==> config.mk <==
export PLATFORM = sky130hd
export DESIGN_NAME = softex_ctrl_top
export DESIGN_NICKNAME = d
export VERILOG_FILES = /design/src/rtl/softex_ctrl_pkg.sv /design/src/rtl/softex_ctrl_cfg_if.sv /design/src/rtl/softex_ctrl_fsm.sv /design/src/rtl/softex_ctrl_regfile.sv /design/src/rtl/softex_ctrl_top.sv
export VERILOG_INCLUDE_DIRS = /design/src /design/src/rtl
export SDC_FILE = /design/constraint.sdc
export NUM_CORES = 1
export LEC_CHECK = 0
export BUFFER_PORTS_ARGS = -buffer_cell sky130_fd_sc_hd__buf_2
export CAP_MARGIN = 20
export CORE_UTILIZATION = 51
export DETAILED_ROUTE_END_ITERATION = 7
export PLACE_DENSITY = 0.79
export SLEW_MARGIN = 25
export SYNTH_ARGS = -nofsm -noshare
export SYNTH_HDL_FRONTEND = slang
export SYNTH_SLANG_ARGS = --single-unit
==> constraint.sdc <==
create_clock -name clk_i -period 4.45 [get_ports clk_i]
set_input_delay 0.89 -clock clk_i [delete_from_list [all_inputs] [get_ports clk_i]]
set_output_delay 0.89 -clock clk_i [all_outputs]
set_load 0.1 [all_outputs]
==> src/rtl/softex_ctrl_defs.svh <==
`ifndef SOFTEX_CTRL_DEFS_SVH
`define SOFTEX_CTRL_DEFS_SVH

// Datapath geometry
`define SOFTEX_NUM_LANES        4
`define SOFTEX_DATA_WIDTH       128

// Register indices, as seen on reg_addr_i
`define SOFTEX_REG_IN_ADDR      3'd0
`define SOFTEX_REG_OUT_ADDR     3'd1
`define SOFTEX_REG_TOT_LEN      3'd2
`define SOFTEX_REG_COMMANDS     3'd3
`define SOFTEX_REG_TRIGGER      3'd4

// Bit positions inside the commands register
`define SOFTEX_CMD_ACC_ONLY     0
`define SOFTEX_CMD_DIV_ONLY     1
`define SOFTEX_CMD_LAST         2
`define SOFTEX_CMD_ACQUIRE_SLOT 3
`define SOFTEX_CMD_NO_OP        4

`endif

==> src/rtl/softex_ctrl_pkg.sv <==
`default_nettype none

package softex_ctrl_pkg;

    // Sequencer states of the controller
    typedef enum logic [2:0] {
        IDLE,
        WAIT_SLOT_VALID,
        ACCUMULATION,
        WAIT_DATAPATH_EMPTY,
        WAIT_ACCUMULATION,
        WAIT_INVERSION,
        DIVIDING,
        FINISHED
    } softex_state_t;

    // Decoded commands register, slot address on top
    typedef struct packed {
        logic [15:0] slot_addr;
        logic        no_op;        // Only raise the done event
        logic        acquire_slot; // First partial pass, nothing to load from the slot
        logic        last;         // Final partial pass of an operation
        logic        div_only;     // Normalisation only, max and reciprocal come from the slot
        logic        acc_only;     // Stop once the denominator is known
    } softex_cmd_t;

    // Number of bus beats per stream
    typedef logic [31:0] beats_t;

endpackage

`default_nettype wire

==> src/rtl/softex_ctrl_cfg_if.sv <==
`timescale 1ns/1ns
`default_nettype none

interface softex_ctrl_cfg_if;

    logic                         start;    // One cycle, follows a trigger write
    logic [31:0]                  in_addr;
    logic [31:0]                  out_addr;
    softex_ctrl_pkg::beats_t      beats;
    softex_ctrl_pkg::softex_cmd_t cmd;
    logic                         busy;
    logic                         done;     // One cycle, in FINISHED

    modport regs (
        output start,
        output in_addr,
        output out_addr,
        output beats,
        output cmd,
        input  busy,
        input  done
    );

    modport seq (
        input  start,
        input  cmd,
        output busy,
        output done
    );

endinterface

`default_nettype wire

==> src/rtl/softex_ctrl_fsm.sv <==
`timescale 1ns/1ns
`default_nettype none
`include "softex_ctrl_defs.svh"

module softex_ctrl_fsm (
    input  wire logic                         clk_i,
    input  wire logic                         rst_ni,
    input  wire logic                         in_done_i,
    input  wire logic                         out_done_i,
    input  wire logic                         slot_valid_i,
    input  wire logic [`SOFTEX_NUM_LANES-1:0] lane_busy_i,
    input  wire logic [`SOFTEX_NUM_LANES-1:0] lane_acc_done_i,
    input  wire logic [`SOFTEX_NUM_LANES-1:0] lane_inv_done_i,
    output logic                              in_start_o,
    output logic                              out_start_o,
    output logic                              acc_finished_o,
    output logic                              dividing_o,
    output logic                              disable_max_o,
    output logic                              clear_regs_o,
    output logic                              load_max_o,
    output logic                              load_denom_o,
    output logic                              load_recip_o,
    output logic                              slot_update_o,
    output logic                              slot_free_o,
    softex_ctrl_cfg_if.seq                    cfg
);

    softex_ctrl_pkg::softex_state_t state_q;
    softex_ctrl_pkg::softex_state_t state_d;

    logic all_idle;
    logic all_acc_done;
    logic all_inv_done;
    logic partial;
    logic launch;
    logic busy;
    logic done;

    assign all_idle     = ~(|lane_busy_i);
    assign all_acc_done = &lane_acc_done_i;
    assign all_inv_done = &lane_inv_done_i;

    assign partial = cfg.cmd.acc_only | cfg.cmd.div_only;

    // Streams start either straight from a trigger or once the slot turns valid
    assign launch = ((state_q == softex_ctrl_pkg::IDLE) & cfg.start & ~cfg.cmd.no_op
                     & (slot_valid_i | ~partial))
                  | ((state_q == softex_ctrl_pkg::WAIT_SLOT_VALID) & slot_valid_i);

    always_ff @(posedge clk_i or negedge rst_ni) begin
        if (!rst_ni) begin
            state_q <= softex_ctrl_pkg::IDLE;
        end else begin
            state_q <= state_d;
        end
    end

    always_comb begin
        state_d        = state_q;
        in_start_o     = 1'b0;
        out_start_o    = 1'b0;
        acc_finished_o = 1'b0;
        dividing_o     = 1'b0;
        disable_max_o  = 1'b0;
        clear_regs_o   = 1'b0;
        load_max_o     = 1'b0;
        load_denom_o   = 1'b0;
        load_recip_o   = 1'b0;
        slot_update_o  = 1'b0;
        slot_free_o    = 1'b0;
        busy           = 1'b1;
        done           = 1'b0;

        case (state_q)
            softex_ctrl_pkg::IDLE: begin
                busy = 1'b0;
                if (cfg.start) begin
                    if (cfg.cmd.no_op) begin
                        state_d = softex_ctrl_pkg::FINISHED;
                    end else if (partial && !slot_valid_i) begin
                        state_d = softex_ctrl_pkg::WAIT_SLOT_VALID;
                    end
                end
            end

            softex_ctrl_pkg::WAIT_SLOT_VALID: ; // Left through the launch below

            softex_ctrl_pkg::ACCUMULATION: begin
                if (in_done_i) begin
                    state_d = softex_ctrl_pkg::WAIT_DATAPATH_EMPTY;
                end
            end

            softex_ctrl_pkg::WAIT_DATAPATH_EMPTY: begin
                if (all_idle) begin
                    acc_finished_o = 1'b1;
                    state_d        = softex_ctrl_pkg::WAIT_ACCUMULATION;
                end
            end

            softex_ctrl_pkg::WAIT_ACCUMULATION: begin
                acc_finished_o = 1'b1;
                disable_max_o  = 1'b1;
                if (all_acc_done) begin
                    if (cfg.cmd.acc_only && !cfg.cmd.last) begin
                        state_d = softex_ctrl_pkg::FINISHED;
                    end else begin
                        // A full job rereads the input while writing the result
                        if (!cfg.cmd.acc_only) begin
                            acc_finished_o = 1'b0;
                            in_start_o     = 1'b1;
                            out_start_o    = 1'b1;
                        end
                        state_d = softex_ctrl_pkg::WAIT_INVERSION;
                    end
                end
            end

            softex_ctrl_pkg::WAIT_INVERSION: begin
                dividing_o    = 1'b1;
                disable_max_o = 1'b1;
                if (all_inv_done) begin
                    state_d = cfg.cmd.acc_only ? softex_ctrl_pkg::FINISHED
                                               : softex_ctrl_pkg::DIVIDING;
                end
            end

            softex_ctrl_pkg::DIVIDING: begin
                dividing_o    = 1'b1;
                disable_max_o = 1'b1;
                if (out_done_i) begin
                    state_d = softex_ctrl_pkg::FINISHED;
                end
            end

            softex_ctrl_pkg::FINISHED: begin
                busy         = 1'b0;
                done         = 1'b1;
                clear_regs_o = 1'b1;
                // The slot keeps the running max and denominator between passes
                slot_update_o = cfg.cmd.acc_only | (cfg.cmd.div_only & cfg.cmd.last);
                slot_free_o   = cfg.cmd.div_only & cfg.cmd.last;
                state_d       = softex_ctrl_pkg::IDLE;
            end

            default: state_d = softex_ctrl_pkg::IDLE;
        endcase

        if (launch) begin
            in_start_o = 1'b1;
            if (cfg.cmd.div_only) begin
                out_start_o = 1'b1;
            end
            if (partial && !cfg.cmd.acquire_slot) begin
                load_max_o   = 1'b1;
                load_denom_o = cfg.cmd.acc_only;
                load_recip_o = cfg.cmd.div_only;
            end
            state_d = cfg.cmd.div_only ? softex_ctrl_pkg::DIVIDING
                                       : softex_ctrl_pkg::ACCUMULATION;
        end
    end

    assign cfg.busy = busy;
    assign cfg.done = done;

endmodule

`default_nettype wire

==> src/rtl/softex_ctrl_regfile.sv <==
`timescale 1ns/1ns
`default_nettype none
`include "softex_ctrl_defs.svh"

module softex_ctrl_regfile (
    input  wire logic        clk_i,
    input  wire logic        rst_ni,
    input  wire logic        reg_req_i,
    input  wire logic [2:0]  reg_addr_i,
    input  wire logic [31:0] reg_wdata_i,
    output logic             done_evt_o,
    softex_ctrl_cfg_if.regs  cfg
);

    localparam int unsigned BEAT_BYTES = `SOFTEX_DATA_WIDTH / 8;
    localparam int unsigned OFFS_W     = $clog2(BEAT_BYTES);

    logic [31:0]                  in_addr_q;
    logic [31:0]                  out_addr_q;
    logic [31:0]                  tot_len_q;
    softex_ctrl_pkg::softex_cmd_t cmd_q;
    softex_ctrl_pkg::beats_t      beats_q;
    softex_ctrl_pkg::beats_t      beats_d;
    logic                         partial_beat;
    logic                         wr_en;
    logic                         trigger;
    logic                         start_q;
    logic                         done_evt_q;

    // A start still waiting for the FSM counts as busy too
    assign wr_en   = reg_req_i & ~cfg.busy & ~start_q;
    assign trigger = wr_en & (reg_addr_i == `SOFTEX_REG_TRIGGER);

    // A short last beat still costs a full bus transfer
    assign partial_beat = |tot_len_q[OFFS_W-1:0];
    assign beats_d      = (tot_len_q >> OFFS_W) + softex_ctrl_pkg::beats_t'(partial_beat);

    always_ff @(posedge clk_i) begin
        if (wr_en) begin
            case (reg_addr_i)
                `SOFTEX_REG_IN_ADDR:  in_addr_q  <= reg_wdata_i;
                `SOFTEX_REG_OUT_ADDR: out_addr_q <= reg_wdata_i;
                `SOFTEX_REG_TOT_LEN:  tot_len_q  <= reg_wdata_i;
                default: ;
            endcase
        end
        if (trigger) begin
            beats_q <= beats_d; // Frozen until the next trigger
        end
    end

    always_ff @(posedge clk_i or negedge rst_ni) begin
        if (!rst_ni) begin
            cmd_q      <= '0;
            start_q    <= 1'b0;
            done_evt_q <= 1'b0;
        end else begin
            start_q    <= trigger;
            done_evt_q <= cfg.done;
            if (wr_en && (reg_addr_i == `SOFTEX_REG_COMMANDS)) begin
                cmd_q.acc_only     <= reg_wdata_i[`SOFTEX_CMD_ACC_ONLY];
                cmd_q.div_only     <= reg_wdata_i[`SOFTEX_CMD_DIV_ONLY];
                cmd_q.last         <= reg_wdata_i[`SOFTEX_CMD_LAST];
                cmd_q.acquire_slot <= reg_wdata_i[`SOFTEX_CMD_ACQUIRE_SLOT];
                cmd_q.no_op        <= reg_wdata_i[`SOFTEX_CMD_NO_OP];
                cmd_q.slot_addr    <= reg_wdata_i[31:16];
            end
        end
    end

    assign cfg.start    = start_q;
    assign cfg.in_addr  = in_addr_q;
    assign cfg.out_addr = out_addr_q;
    assign cfg.beats    = beats_q;
    assign cfg.cmd      = cmd_q;

    assign done_evt_o = done_evt_q;

endmodule

`default_nettype wire

==> src/rtl/softex_ctrl_top.sv <==
`timescale 1ns/1ns
`default_nettype none
`include "softex_ctrl_defs.svh"

module softex_ctrl_top (
    input  wire logic                         clk_i,
    input  wire logic                         rst_ni,
    input  wire logic                         reg_req_i,
    input  wire logic [2:0]                   reg_addr_i,
    input  wire logic [31:0]                  reg_wdata_i,
    input  wire logic                         in_done_i,
    input  wire logic                         out_done_i,
    input  wire logic                         slot_valid_i,
    input  wire logic [`SOFTEX_NUM_LANES-1:0] lane_busy_i,
    input  wire logic [`SOFTEX_NUM_LANES-1:0] lane_acc_done_i,
    input  wire logic [`SOFTEX_NUM_LANES-1:0] lane_inv_done_i,
    output logic                              done_evt_o,
    output logic                              busy_o,
    output logic [31:0]                       in_addr_o,
    output logic [31:0]                       out_addr_o,
    output softex_ctrl_pkg::beats_t           beats_o,
    output logic [15:0]                       slot_addr_o,
    output logic                              in_start_o,
    output logic                              out_start_o,
    output logic                              acc_finished_o,
    output logic                              dividing_o,
    output logic                              disable_max_o,
    output logic                              clear_regs_o,
    output logic                              load_max_o,
    output logic                              load_denom_o,
    output logic                              load_recip_o,
    output logic                              slot_update_o,
    output logic                              slot_free_o
);

    softex_ctrl_cfg_if cfg ();

    softex_ctrl_regfile i_regfile (
        .clk_i       (clk_i),
        .rst_ni      (rst_ni),
        .reg_req_i   (reg_req_i),
        .reg_addr_i  (reg_addr_i),
        .reg_wdata_i (reg_wdata_i),
        .done_evt_o  (done_evt_o),
        .cfg         (cfg)
    );

    softex_ctrl_fsm i_fsm (
        .clk_i           (clk_i),
        .rst_ni          (rst_ni),
        .in_done_i       (in_done_i),
        .out_done_i      (out_done_i),
        .slot_valid_i    (slot_valid_i),
        .lane_busy_i     (lane_busy_i),
        .lane_acc_done_i (lane_acc_done_i),
        .lane_inv_done_i (lane_inv_done_i),
        .in_start_o      (in_start_o),
        .out_start_o     (out_start_o),
        .acc_finished_o  (acc_finished_o),
        .dividing_o      (dividing_o),
        .disable_max_o   (disable_max_o),
        .clear_regs_o    (clear_regs_o),
        .load_max_o      (load_max_o),
        .load_denom_o    (load_denom_o),
        .load_recip_o    (load_recip_o),
        .slot_update_o   (slot_update_o),
        .slot_free_o     (slot_free_o),
        .cfg             (cfg)
    );

    // Job configuration for the streamers and the slot store
    assign busy_o      = cfg.busy;
    assign in_addr_o   = cfg.in_addr;
    assign out_addr_o  = cfg.out_addr;
    assign beats_o     = cfg.beats;
    assign slot_addr_o = cfg.cmd.slot_addr;

endmodule

`default_nettype wire

==> results.sh, run 1 <==
export IMPL_synth_cell_types=42
export IMPL_cts_buffer_depth=2
export IMPL_powerDensity_mw_per_mm2=624
export IMPL_report_final_slew_viol_count=0
export IMPL_syn_area_per_cell_um2=17.1
export IMPL_layout_drive_gt1_share=0.452
export IMPL_fmax_mhz=315
export IMPL_arrival_ns=2.29
export IMPL_num_fill_cells=768
export IMPL_ys_flop_type="edfxtp_1"
export IMPL_dp_hpwl_mm=7.83
export IMPL_ant_nets=0
export IMPL_start_util=0.529
export IMPL_rrSetupSlack_ns=1.42
export IMPL_ioPinCount=178
export IMPL_finalSetupViolCount=0
export IMPL_cp_common_cell="nor2_1"
export IMPL_setup_tns_ns=0
export IMPL_cpLargestDelayFamily="simple AND/OR/NAND/NOR gates"
export IMPL_dr_total_vias=3389
export IMPL_hold_path_class="primary input to async pin"
export IMPL_wl_mm=11.4
export IMPL_drt_pre_antenna_iters=4
export IMPL_switchingPower_uw=1780
export IMPL_diodes=0
export IMPL_yosysSeqAreaShare=0.759
export IMPL_clock_latency_ns=0.41
export IMPL_cpMaxStageDelayCell="dfrtp_1"
export IMPL_path_cells="nor2_1 > nand3_1 > a21o_1 > nor2_1 > and2_1 > buf_2"
export IMPL_intPower_uw=2780
export IMPL_tightest_slew_ns=0.735
export IMPL_drcViolationCount=0
export IMPL_ir_drop_mv=0.896
export IMPL_cts_made_buffers=17
export IMPL_whs_ns=0.485
export IMPL_grt_overflow=0
export IMPL_async_flop_share=0.172
export IMPL_antenna_found_initial=0
export IMPL_cts_resized=0
export IMPL_portBuffers=174
export IMPL_nets=569
export IMPL_clkPwrFrac=0.297
export IMPL_syn_instance_count=340
export IMPL_worstPathRequired_ns=3.56
export IMPL_gp_congestion=0.834
export IMPL_cts_sinks=151
export IMPL_rsz0062_at_grt="false"
export IMPL_die_h_um=109
export IMPL_crit_path_max_incr_delay_ns=0.55
export IMPL_critPathBufInv=1
export IMPL_die_x_um=109
export IMPL_drv_cap=0
export IMPL_timing_rr_end="i_regfile.cfg.out_addr[20]"
export IMPL_hold_buffers=0
export IMPL_cts_tree="built"
export IMPL_wl_per_cell_um=17.1
export IMPL_p_seq_frac=0.392
export IMPL_switching_share=0.390
export IMPL_hold_viol=0
export IMPL_grt_pass1_wl_mm=17.6
export IMPL_grt_max_degree=33
export IMPL_die_area_mm2=0.0118
export IMPL_min_period_over_period=0.714
export IMPL_syn_to_final_growth_pct=25.8
export IMPL_drtIter0Drc=142
export IMPL_reg2reg_depth=6
export IMPL_grt_pass1_vias=3414
export IMPL_comb_power_share=0.311
export IMPL_path_clk_slew_ns=0.06
export IMPL_leakage_uw=0.00301
export IMPL_cts_setup_buffers=0
export IMPL_root_buffer="clkbuf_16"
export IMPL_slew_headroom=0.509
export IMPL_vias_per_cell=5.08
export IMPL_grt_total_usage=0.205
export IMPL_cts_htree_levels=4
export IMPL_timing_rr_start="i_fsm.state_q[2]"
export IMPL_core_area_mm2=0.0110
export IMPL_synth_edf_count=125
export IMPL_critPathKind="register to output port"
export IMPL_crit_path_start_kind="register"
export IMPL_ys_ff_latch=151
export IMPL_status="finished, final reports clean"
export IMPL_syn_cell_area_mm2=0.00581
export IMPL_yosysWarnings=0
export IMPL_skew_ns=0.00936
export IMPL_row_count=38
export IMPL_crit_fanout=16
export IMPL_cp_depth=6
export IMPL_period_needed_ns=3.18
export IMPL_cp_end_kind="output port"
stage by stage:
step	area, um^2	instances	utilization	worst slack, ns	total power (uW)
after floorplan	5830	342	-	0.0366	3100
after global placement	6740	635	0.613	1.36	3210
after detailed placement	6740	635	0.613	1.34	3230
after CTS	7300	667	0.664	1.26	4580
after global routing	7310	667	0.665	1.07	4710
final	7310	667	0.665	1.27	4560
final cells by class:
| type | count | area [um^2] | area share |
|---|---|---|---|
| Tap cell | 140 | 175 | 0.0240 |
| Clock buffer | 17 | 425 | 0.0582 |
| Timing Repair Buffer | 179 | 908 | 0.124 |
| Sequential cell | 151 | 4400 | 0.603 |
| Multi-Input combinational cell | 160 | 1240 | 0.169 |
| Inverter | 5 | 18.8 | 0.00257 |
| Clock inverter | 15 | 136 | 0.0187 |
state kept, by name, summed over array words and instances, names as in the netlist:
name / count
i_regfile.cfg.beats: 29
i_fsm.state_q: 3
i_regfile.cfg.in_addr: 32
i_regfile.done_evt_o: 1
i_regfile.cfg.start: 1
i_regfile.tot_len_q: 32
i_regfile.cfg.cmd: 21
i_regfile.cfg.out_addr: 32
metal layers:
layer  GRT usage  vias up  wire length (um)
met5           0        -                 0
met4      0.0975        0               246
met3      0.0562       20               587
met2       0.337      134              5820
met1       0.252     1644              4730
li1            -     1591                 -
cells by family after synthesis:
family	count (synthesis)	share of synthesized area
mux	24	0.0588
other cells	1	0.000646
fa+ha+maj	2	0.00431
xor+xnor	27	0.0407
flops	151	0.759
buf+inv	31	0.0369
compound gates	14	0.0160
simple gates	90	0.0840
cells in the mapped netlist (2+ instances only):
| library cell | n | share of area |
|---|---|---|
| and2_1 | 5 | 0.0054 |
| and3_1 | 4 | 0.0043 |
| a21oi_1 | 4 | 0.0034 |
| xnor2_1 | 18 | 0.027 |
| mux2_4 | 20 | 0.052 |
| inv_1 | 5 | 0.0032 |
| nor3b_1 | 2 | 0.0026 |
| buf_2 | 3 | 0.0026 |
| nand3_1 | 11 | 0.0095 |
| mux2i_1 | 3 | 0.0052 |
| nor2_1 | 15 | 0.0097 |
| or4_1 | 2 | 0.0026 |
| nor2b_1 | 2 | 0.0022 |
| xor2_1 | 9 | 0.014 |
| dfrtp_1 | 26 | 0.11 |
| nand2b_1 | 2 | 0.0022 |
| nand4_1 | 11 | 0.012 |
| nand2_1 | 18 | 0.012 |
| and4_1 | 2 | 0.0030 |
| nor3_1 | 9 | 0.0078 |
| ha_1 | 2 | 0.0043 |
| buf_4 | 19 | 0.025 |
| edfxtp_1 | 125 | 0.65 |
| o21ai_0 | 3 | 0.0026 |
| buf_6 | 3 | 0.0058 |
worst max-delay path by stage:
stage | start | endpoint | slack [ns]
final | i_fsm.state_q[2] | load_recip_o | 1.27
after global routing | i_fsm.state_q[2] | load_recip_o | 1.07
after floorplan | i_fsm.state_q[2] | i_regfile.cfg.beats[0] | 0.04
after CTS | i_fsm.state_q[2] | load_recip_o | 1.26
after global placement | lane_busy_i[1] | acc_finished_o | 1.36
after detailed placement | lane_busy_i[1] | acc_finished_o | 1.34
cells in the final DEF (no fill, tap or decap), drive strengths merged, types with 3 or more instances in the layout:
| master | count |
|---|---|
| dfrtp | 26 |
| xor2 | 9 |
| nand3 | 11 |
| nor3b | 3 |
| inv | 6 |
| edfxtp | 125 |
| buf | 179 |
| o21ai | 3 |
| clkinv | 7 |
| mux2i | 3 |
| conb | 3 |
| nand2 | 19 |
| nand4 | 11 |
| a21oi | 5 |
| and2 | 5 |
| nor2 | 15 |
| and3 | 5 |
| nor3 | 9 |
| clkbuf | 17 |
| clkinvlp | 5 |
| mux2 | 21 |
| xnor2 | 18 |
worst register-to-register path, cell delays in order (launching register included):
cell and delay, ns:
dfrtp_1 0.63, and3_4 0.29, a21oi_2 0.06, nor3b_2 0.29
or2b_1 0.34, nor3b_4 0.66, buf_4 0.44
power groups by stage:
stage	sequential (uW)	clock [uW]	combinational [uW]
2_1_floorplan	1940	0	1160
3_3_place_gp	1800	0	1400
3_5_place_dp	1810	0	1420
4_1_cts	1780	1370	1420
5_1_grt	1810	1430	1470
6_report	1790	1350	1420
(Power assumes the default switching activity.)
==> run 2: changes to the inputs <==
- CORE_UTILIZATION: 51 -> 46
- PLACE_DENSITY: 0.79 -> 0.76
- clock period: 4.45 -> 2.55 ns (I/O delays scaled with it)
==> run 2 against run 1 <==
Utilization fell by 4.2 points. Critical path depth did not move. Wire length rose by 5.3%. Critical endpoint is now out_start_o. Clock-buffer cell count did not move. Worst hold slack got worse by 0.37 ns. First-iteration DRC count rose by 39%. Power rose by 80%. Register-to-register slack got worse by 1.2 ns.
==> results.sh, run 2 (same netlist as run 1, synthesis figures left out) <==
export IMPL_switching_share=0.399
export IMPL_die_h_um=114
export IMPL_start_util=0.477
export IMPL_grt_overflow=0
export IMPL_row_count=40
export IMPL_diodes=0
export IMPL_grt_pass1_vias=3482
export IMPL_grt_max_degree=33
export IMPL_wl_per_cell_um=17.0
export IMPL_skew_ns=0.0155
export IMPL_period_needed_ns=2.49
export IMPL_cts_tree="built"
export IMPL_cts_made_buffers=17
export IMPL_clkPwrFrac=0.288
export IMPL_portBuffers=174
export IMPL_crit_path_start_kind="register"
export IMPL_cts_buffer_depth=2
export IMPL_drcViolationCount=0
export IMPL_layout_drive_gt1_share=0.483
export IMPL_die_area_mm2=0.0131
export IMPL_status="finished, final reports clean"
export IMPL_core_area_mm2=0.0122
export IMPL_powerDensity_mw_per_mm2=1080
export IMPL_critPathKind="register to output port"
export IMPL_final_cell_mix="buf_2 (168), edfxtp_1 (125), dfrtp_1 (23)"
export IMPL_ioPinCount=178
export IMPL_p_seq_frac=0.379
export IMPL_hold_path_class="primary input to async pin"
export IMPL_syn_to_final_growth_pct=30.6
export IMPL_gp_congestion=0.864
export IMPL_wl_mm=12.0
export IMPL_grt_pass1_wl_mm=18.6
export IMPL_drtIter0Drc=197
export IMPL_multi_input_area_mm2=0.00130
export IMPL_leakage_uw=0.00309
export IMPL_tightest_slew_ns=0.630
export IMPL_layout_commonest_cell="buf_2"
export IMPL_antenna_found_initial=0
export IMPL_cp_end_kind="output port"
export IMPL_root_buffer="clkbuf_16"
export IMPL_die_x_um=114
export IMPL_finalSetupViolCount=0
export IMPL_ant_nets=0
export IMPL_grt_total_usage=0.192
export IMPL_cts_sinks=151
export IMPL_cts_htree_levels=4
export IMPL_nets=578
export IMPL_drt_pre_antenna_iters=6
export IMPL_fmax_mhz=402
export IMPL_regArea_mm2=0.00441
export IMPL_crit_fanout=7
export IMPL_arrival_ns=1.98
export IMPL_min_period_over_period=0.975
export IMPL_clock_latency_ns=0.41
export IMPL_dr_total_vias=3534
export IMPL_setup_tns_ns=0
export IMPL_path_clk_slew_ns=0.07
export IMPL_report_final_slew_viol_count=0
export IMPL_drv_cap=0
export IMPL_num_fill_cells=896
export IMPL_hold_buffers=0
export IMPL_worstPathRequired_ns=2.04
export IMPL_comb_power_share=0.333
export IMPL_whs_ns=0.118
export IMPL_ir_drop_mv=1.09
export IMPL_dp_hpwl_mm=8.40
export IMPL_hold_viol=0
export IMPL_intPower_uw=4920
export IMPL_slew_headroom=0.580
export IMPL_vias_per_cell=5.02
export IMPL_switchingPower_uw=3270
==> run 2: changes by cell type in the layout (fill, tap and decap cells not counted), moves of 3 or more <==
| cell | delta |
|---|---|
| buf_4 | +8 |
| nor3_4 | +3 |
| dfrtp_1 | -3 |
| dfrtp_2 | +3 |
| inv_6 | +6 |
| clkinv_1 | -4 |
| buf_12 | +7 |
| buf_2 | -6 |
==> run 2: through the flow <==
step / cells / total power, uW / util / cell area, um^2 / setup WS (ns)
floorplan: 342 / 5450 / - / 5900 / -0.406
global placement: 667 / 5700 / 0.571 / 6940 / 0.306
detailed placement: 667 / 5750 / 0.571 / 6940 / 0.149
CTS: 699 / 8130 / 0.619 / 7520 / 0.00976
global route: 704 / 8450 / 0.623 / 7580 / -0.0462
finish: 704 / 8200 / 0.623 / 7580 / 0.0635
==> run 2: repair_timing <==
action                     CTS  global route
buffers inserted             0             5
cloned                       0             0
setup endpoints to repair    5             3
pin swaps                    0             1
resized for setup            6             3
==> run 2: critical path: stages, from the launching register on <==
cell,delay (ns)
dfrtp_2,0.48
nor2_4,0.18
nand3_1,0.16
a21oi_1,0.26
nand2_1,0.11
nand2_1,0.08
buf_4,0.28
==> run 2: worst paths after layout <==
kind                                        from                         end  slack (ns)  depth (start not counted)
hold / removal                            rst_ni       i_regfile.cfg.cmd[14]        0.12                          1
setup reg to reg                i_fsm.state_q[0]  i_regfile.cfg.out_addr[28]        0.25                          7
max in group asynchronous                 rst_ni            i_fsm.state_q[0]        1.99                          1
hold reg to reg            i_regfile.cfg.cmd[15]       i_regfile.cfg.cmd[15]        0.51                          1
setup / recovery                i_fsm.state_q[1]                 out_start_o        0.06                          6
min in group clk_i                reg_wdata_i[9]   i_regfile.cfg.out_addr[9]        0.30                          1
==> run 2: power groups by stage <==
stage	clock network [uW]	logic, uW	registers [uW]
2_1_floorplan	0	2060	3390
3_3_place_gp	0	2570	3130
3_5_place_dp	0	2600	3150
4_1_cts	2400	2620	3110
5_1_grt	2510	2820	3130
6_report	2360	2730	3110
==> run 2: metal layers <==
layer	vias to the layer above	share of wire	global-route usage
li1	1617	-	-
met1	1720	0.41	0.241
met2	169	0.49	0.309
met3	28	0.072	0.0588
met4	0	0.025	0.0857
met5	-	0	0
==> run 2: final cells by class <==
class | instances | share of cell area
repair buffers | 188 | 0.142
clock buffers | 17 | 0.0561
well taps | 168 | 0.0277
multi-input cells | 160 | 0.171
flip-flops and latches | 151 | 0.581
inverters | 5 | 0.00248
clock inverters | 15 | 0.0186
==> run 3: changes to the inputs <==
--- a/config.mk
+++ b/config.mk
@@ -8,2 +8,3 @@
 export LEC_CHECK = 0
+export ABC_CLOCK_PERIOD_IN_PS = 2550
 export BUFFER_PORTS_ARGS = -buffer_cell sky130_fd_sc_hd__buf_2
@@ -16,2 +17,3 @@
 export SYNTH_HDL_FRONTEND = slang
+export SYNTH_HIERARCHICAL = 1
 export SYNTH_SLANG_ARGS = --single-unit
--- a/constraint.sdc
+++ b/constraint.sdc
@@ -3,2 +3,2 @@
 set_output_delay 0.51 -clock clk_i [all_outputs]
-set_load 0.1 [all_outputs]
+set_load 0.05 [all_outputs]
==> run 3 against run 2 <==
Sequential power about the same. Sequential share of layout area decreased by 0.12 points. First-iteration DRC count increased by 7.1%. Critical path depth decreased by 1. Critical path type unchanged.
==> results.sh, run 3 <==
export IMPL_crit_fanout=8
export IMPL_grt_overflow=0
export IMPL_start_util=0.474
export IMPL_arrival_ns=1.93
export IMPL_syn_instance_count=341
export IMPL_grt_pass1_vias=3590
export IMPL_yosysMostFrequentCell="edfxtp_1"
export IMPL_top_usage_layer="met2"
export IMPL_power_uw=7380
export IMPL_rsz0062_at_grt="false"
export IMPL_powerDensity_mw_per_mm2=972
export IMPL_ioPinCount=178
export IMPL_portBuffers=174
export IMPL_die_h_um=114
export IMPL_report_final_slew_viol_count=0
export IMPL_cts_tree="built"
export IMPL_clock_latency_ns=0.41
export IMPL_slew_headroom=0.591
export IMPL_critPathKind="register to output port"
export IMPL_hold_buffers=0
export IMPL_synth_common_cells="edfxtp_1 (125), dfrtp_1 (26), mux2_2 (21), nand2_1 (19)"
export IMPL_layout_drive_gt1_share=0.483
export IMPL_wl_per_cell_um=17.4
export IMPL_grt_max_degree=33
export IMPL_stdcell_area_mm2=0.00760
export IMPL_vias_per_cell=5.14
export IMPL_path_cells="nor3_4 > o221ai_1 > nor2_1 > o21a_1 > buf_2"
export IMPL_worstPathRequired_ns=2.04
export IMPL_cpMaxStageDelayCell="dfrtp_2"
export IMPL_tightest_slew_ns=0.613
export IMPL_multi_input_area_mm2=0.00135
export IMPL_cts_made_buffers=17
export IMPL_dp_cells=683
export IMPL_syn_area_per_cell_um2=16.8
export IMPL_antenna_found_initial=0
export IMPL_row_count=40
export IMPL_leakage_uw=0.00305
export IMPL_gr_usage_met3=0.0622
export IMPL_async_flop_share=0.172
export IMPL_cts_buffer_depth=2
export IMPL_dr_total_vias=3683
export IMPL_crit_path_max_incr_delay_ns=0.49
export IMPL_drtIter0Drc=211
export IMPL_syn_to_final_growth_pct=32.3
export IMPL_regArea_mm2=0.00441
export IMPL_grt_total_usage=0.197
export IMPL_ant_nets=0
export IMPL_synth_top_cells_by_area="edfxtp_1 (65%), dfrtp_1 (11%), mux2_2 (4.1%), xnor2_1 (2.6%), xor2_1 (1.5%)"
export IMPL_core_area_mm2=0.0121
export IMPL_root_buffer="clkbuf_16"
export IMPL_cts_htree_levels=4
export IMPL_setup_tns_ns=0
export IMPL_drcViolationCount=0
export IMPL_num_fill_cells=927
export IMPL_finalSetupViolCount=0
export IMPL_crit_path_start_kind="register"
export IMPL_cts_sinks=151
export IMPL_ys_flop_type="edfxtp_1"
export IMPL_dpl_cell_area_mm2=0.00693
export IMPL_cp_end_kind="output port"
export IMPL_synth_edf_count=125
export IMPL_ys_ff_latch=151
export IMPL_die_x_um=114
export IMPL_yosysWarnings=6
export IMPL_die_area_mm2=0.0129
export IMPL_final_cell_mix="buf_2 (172), edfxtp_1 (125), dfrtp_1 (23)"
export IMPL_yosysSeqAreaShare=0.767
export IMPL_cpLargestDelayFamily="flip-flops"
export IMPL_final_cells=717
export IMPL_syn_cell_area_mm2=0.00574
export IMPL_use_met1=0.227
export IMPL_critPathBufInv=1
export IMPL_min_period_over_period=0.958
export IMPL_layout_commonest_cell="buf_2"
export IMPL_status="finished, final reports clean"
export IMPL_met2_usage=0.347
export IMPL_skew_ns=0.00734
export IMPL_drv_cap=0
export IMPL_ir_drop_mv=0.584
export IMPL_grt_pass1_wl_mm=18.7
export IMPL_synth_cell_types=46
export IMPL_nets=592
export IMPL_gp_congestion=0.911
export IMPL_hold_path_class="primary input to async pin"
export IMPL_period_needed_ns=2.44
export IMPL_yosysTopAreaCellShare=0.653
export IMPL_drt_pre_antenna_iters=4
export IMPL_wl_mm=12.5
export IMPL_dp_hpwl_mm=8.85
export IMPL_fmax_mhz=409
export IMPL_path_clk_slew_ns=0.06
export IMPL_diodes=0
export IMPL_final_util=0.627
export IMPL_hold_viol=0
export IMPL_yosysTopAreaCell="edfxtp_1"
[run 3: changes by cell type after synthesis, moves of 3 or more]
cell / change
buf_2: -3
o221ai_1: +3
buf_4: -14
a21oi_1: +3
mux2_4: -20
o21ai_0: -3
mux2_2: +20
[run 3: cells by family after synthesis]
group / Yosys count / share of synthesized area
AO/OA/AOI/OAI: 22 / 0.0294
XOR/XNOR: 27 / 0.0412
adder cells (fa/ha/maj): 3 / 0.00654
buffers and inverters: 17 / 0.0170
flip-flops: 151 / 0.767
multiplexers: 23 / 0.0447
other: 1 / 0.000653
AND/OR/NAND/NOR: 97 / 0.0939
[run 3: metal layers]
metal | vias to the layer above | wire [um] | share of wire
li1 | 1685 | - | -
met3 | 20 | 840 | 0.067
met5 | - | 0 | 0
met1 | 1816 | 4870 | 0.39
met4 | 0 | 201 | 0.016
met2 | 162 | 6580 | 0.53
[run 3: through the flow]
stage	setup WS (ns)	hold WS (ns)
floorplan	-0.121	0.214
global placement	0.317	0.485
detailed placement	0.282	0.488
CTS	0.0158	0.129
global route	0.00830	0.156
finish	0.107	0.104
[run 3: final timing paths]
path                                  startpoint                   endpoint  slack, ns  cells past startpoint
setup / recovery                i_fsm/state_q[0]                 load_max_o       0.11                      5
hold / removal                            rst_ni      i_regfile/cfg.cmd[12]       0.10                      1
setup reg to reg                i_fsm/state_q[2]    i_regfile/tot_len_q[17]       0.27                      7
hold reg to reg            i_regfile/cfg.cmd[12]      i_regfile/cfg.cmd[12]       0.51                      1
max in group asynchronous                 rst_ni        i_regfile/cfg.start       2.00                      1
min in group clk_i               reg_wdata_i[14]  i_regfile/cfg.in_addr[14]       0.31                      1
[run 3: area by class of cell]
type,instances,area share
clock buffer,19,0.0596
clock inverter,13,0.0227
inverter,7,0.00346
multi-input combinational,175,0.178
sequential,151,0.580
tap,168,0.0277
timing repair buffer,184,0.128
[run 3: power by group]
| group | switching, uW | internal, uW |
|---|---|---|
| Clock | 968 | 1600 |
| Combinational | 1190 | 500 |
| Sequential | 214 | 2910 |
[run 3: timing repair]
item	4_1_cts	5_1_grt
pin swaps	0	1
setup endpoints to repair	3	3
resized for setup	2	6
buffers inserted	0	2
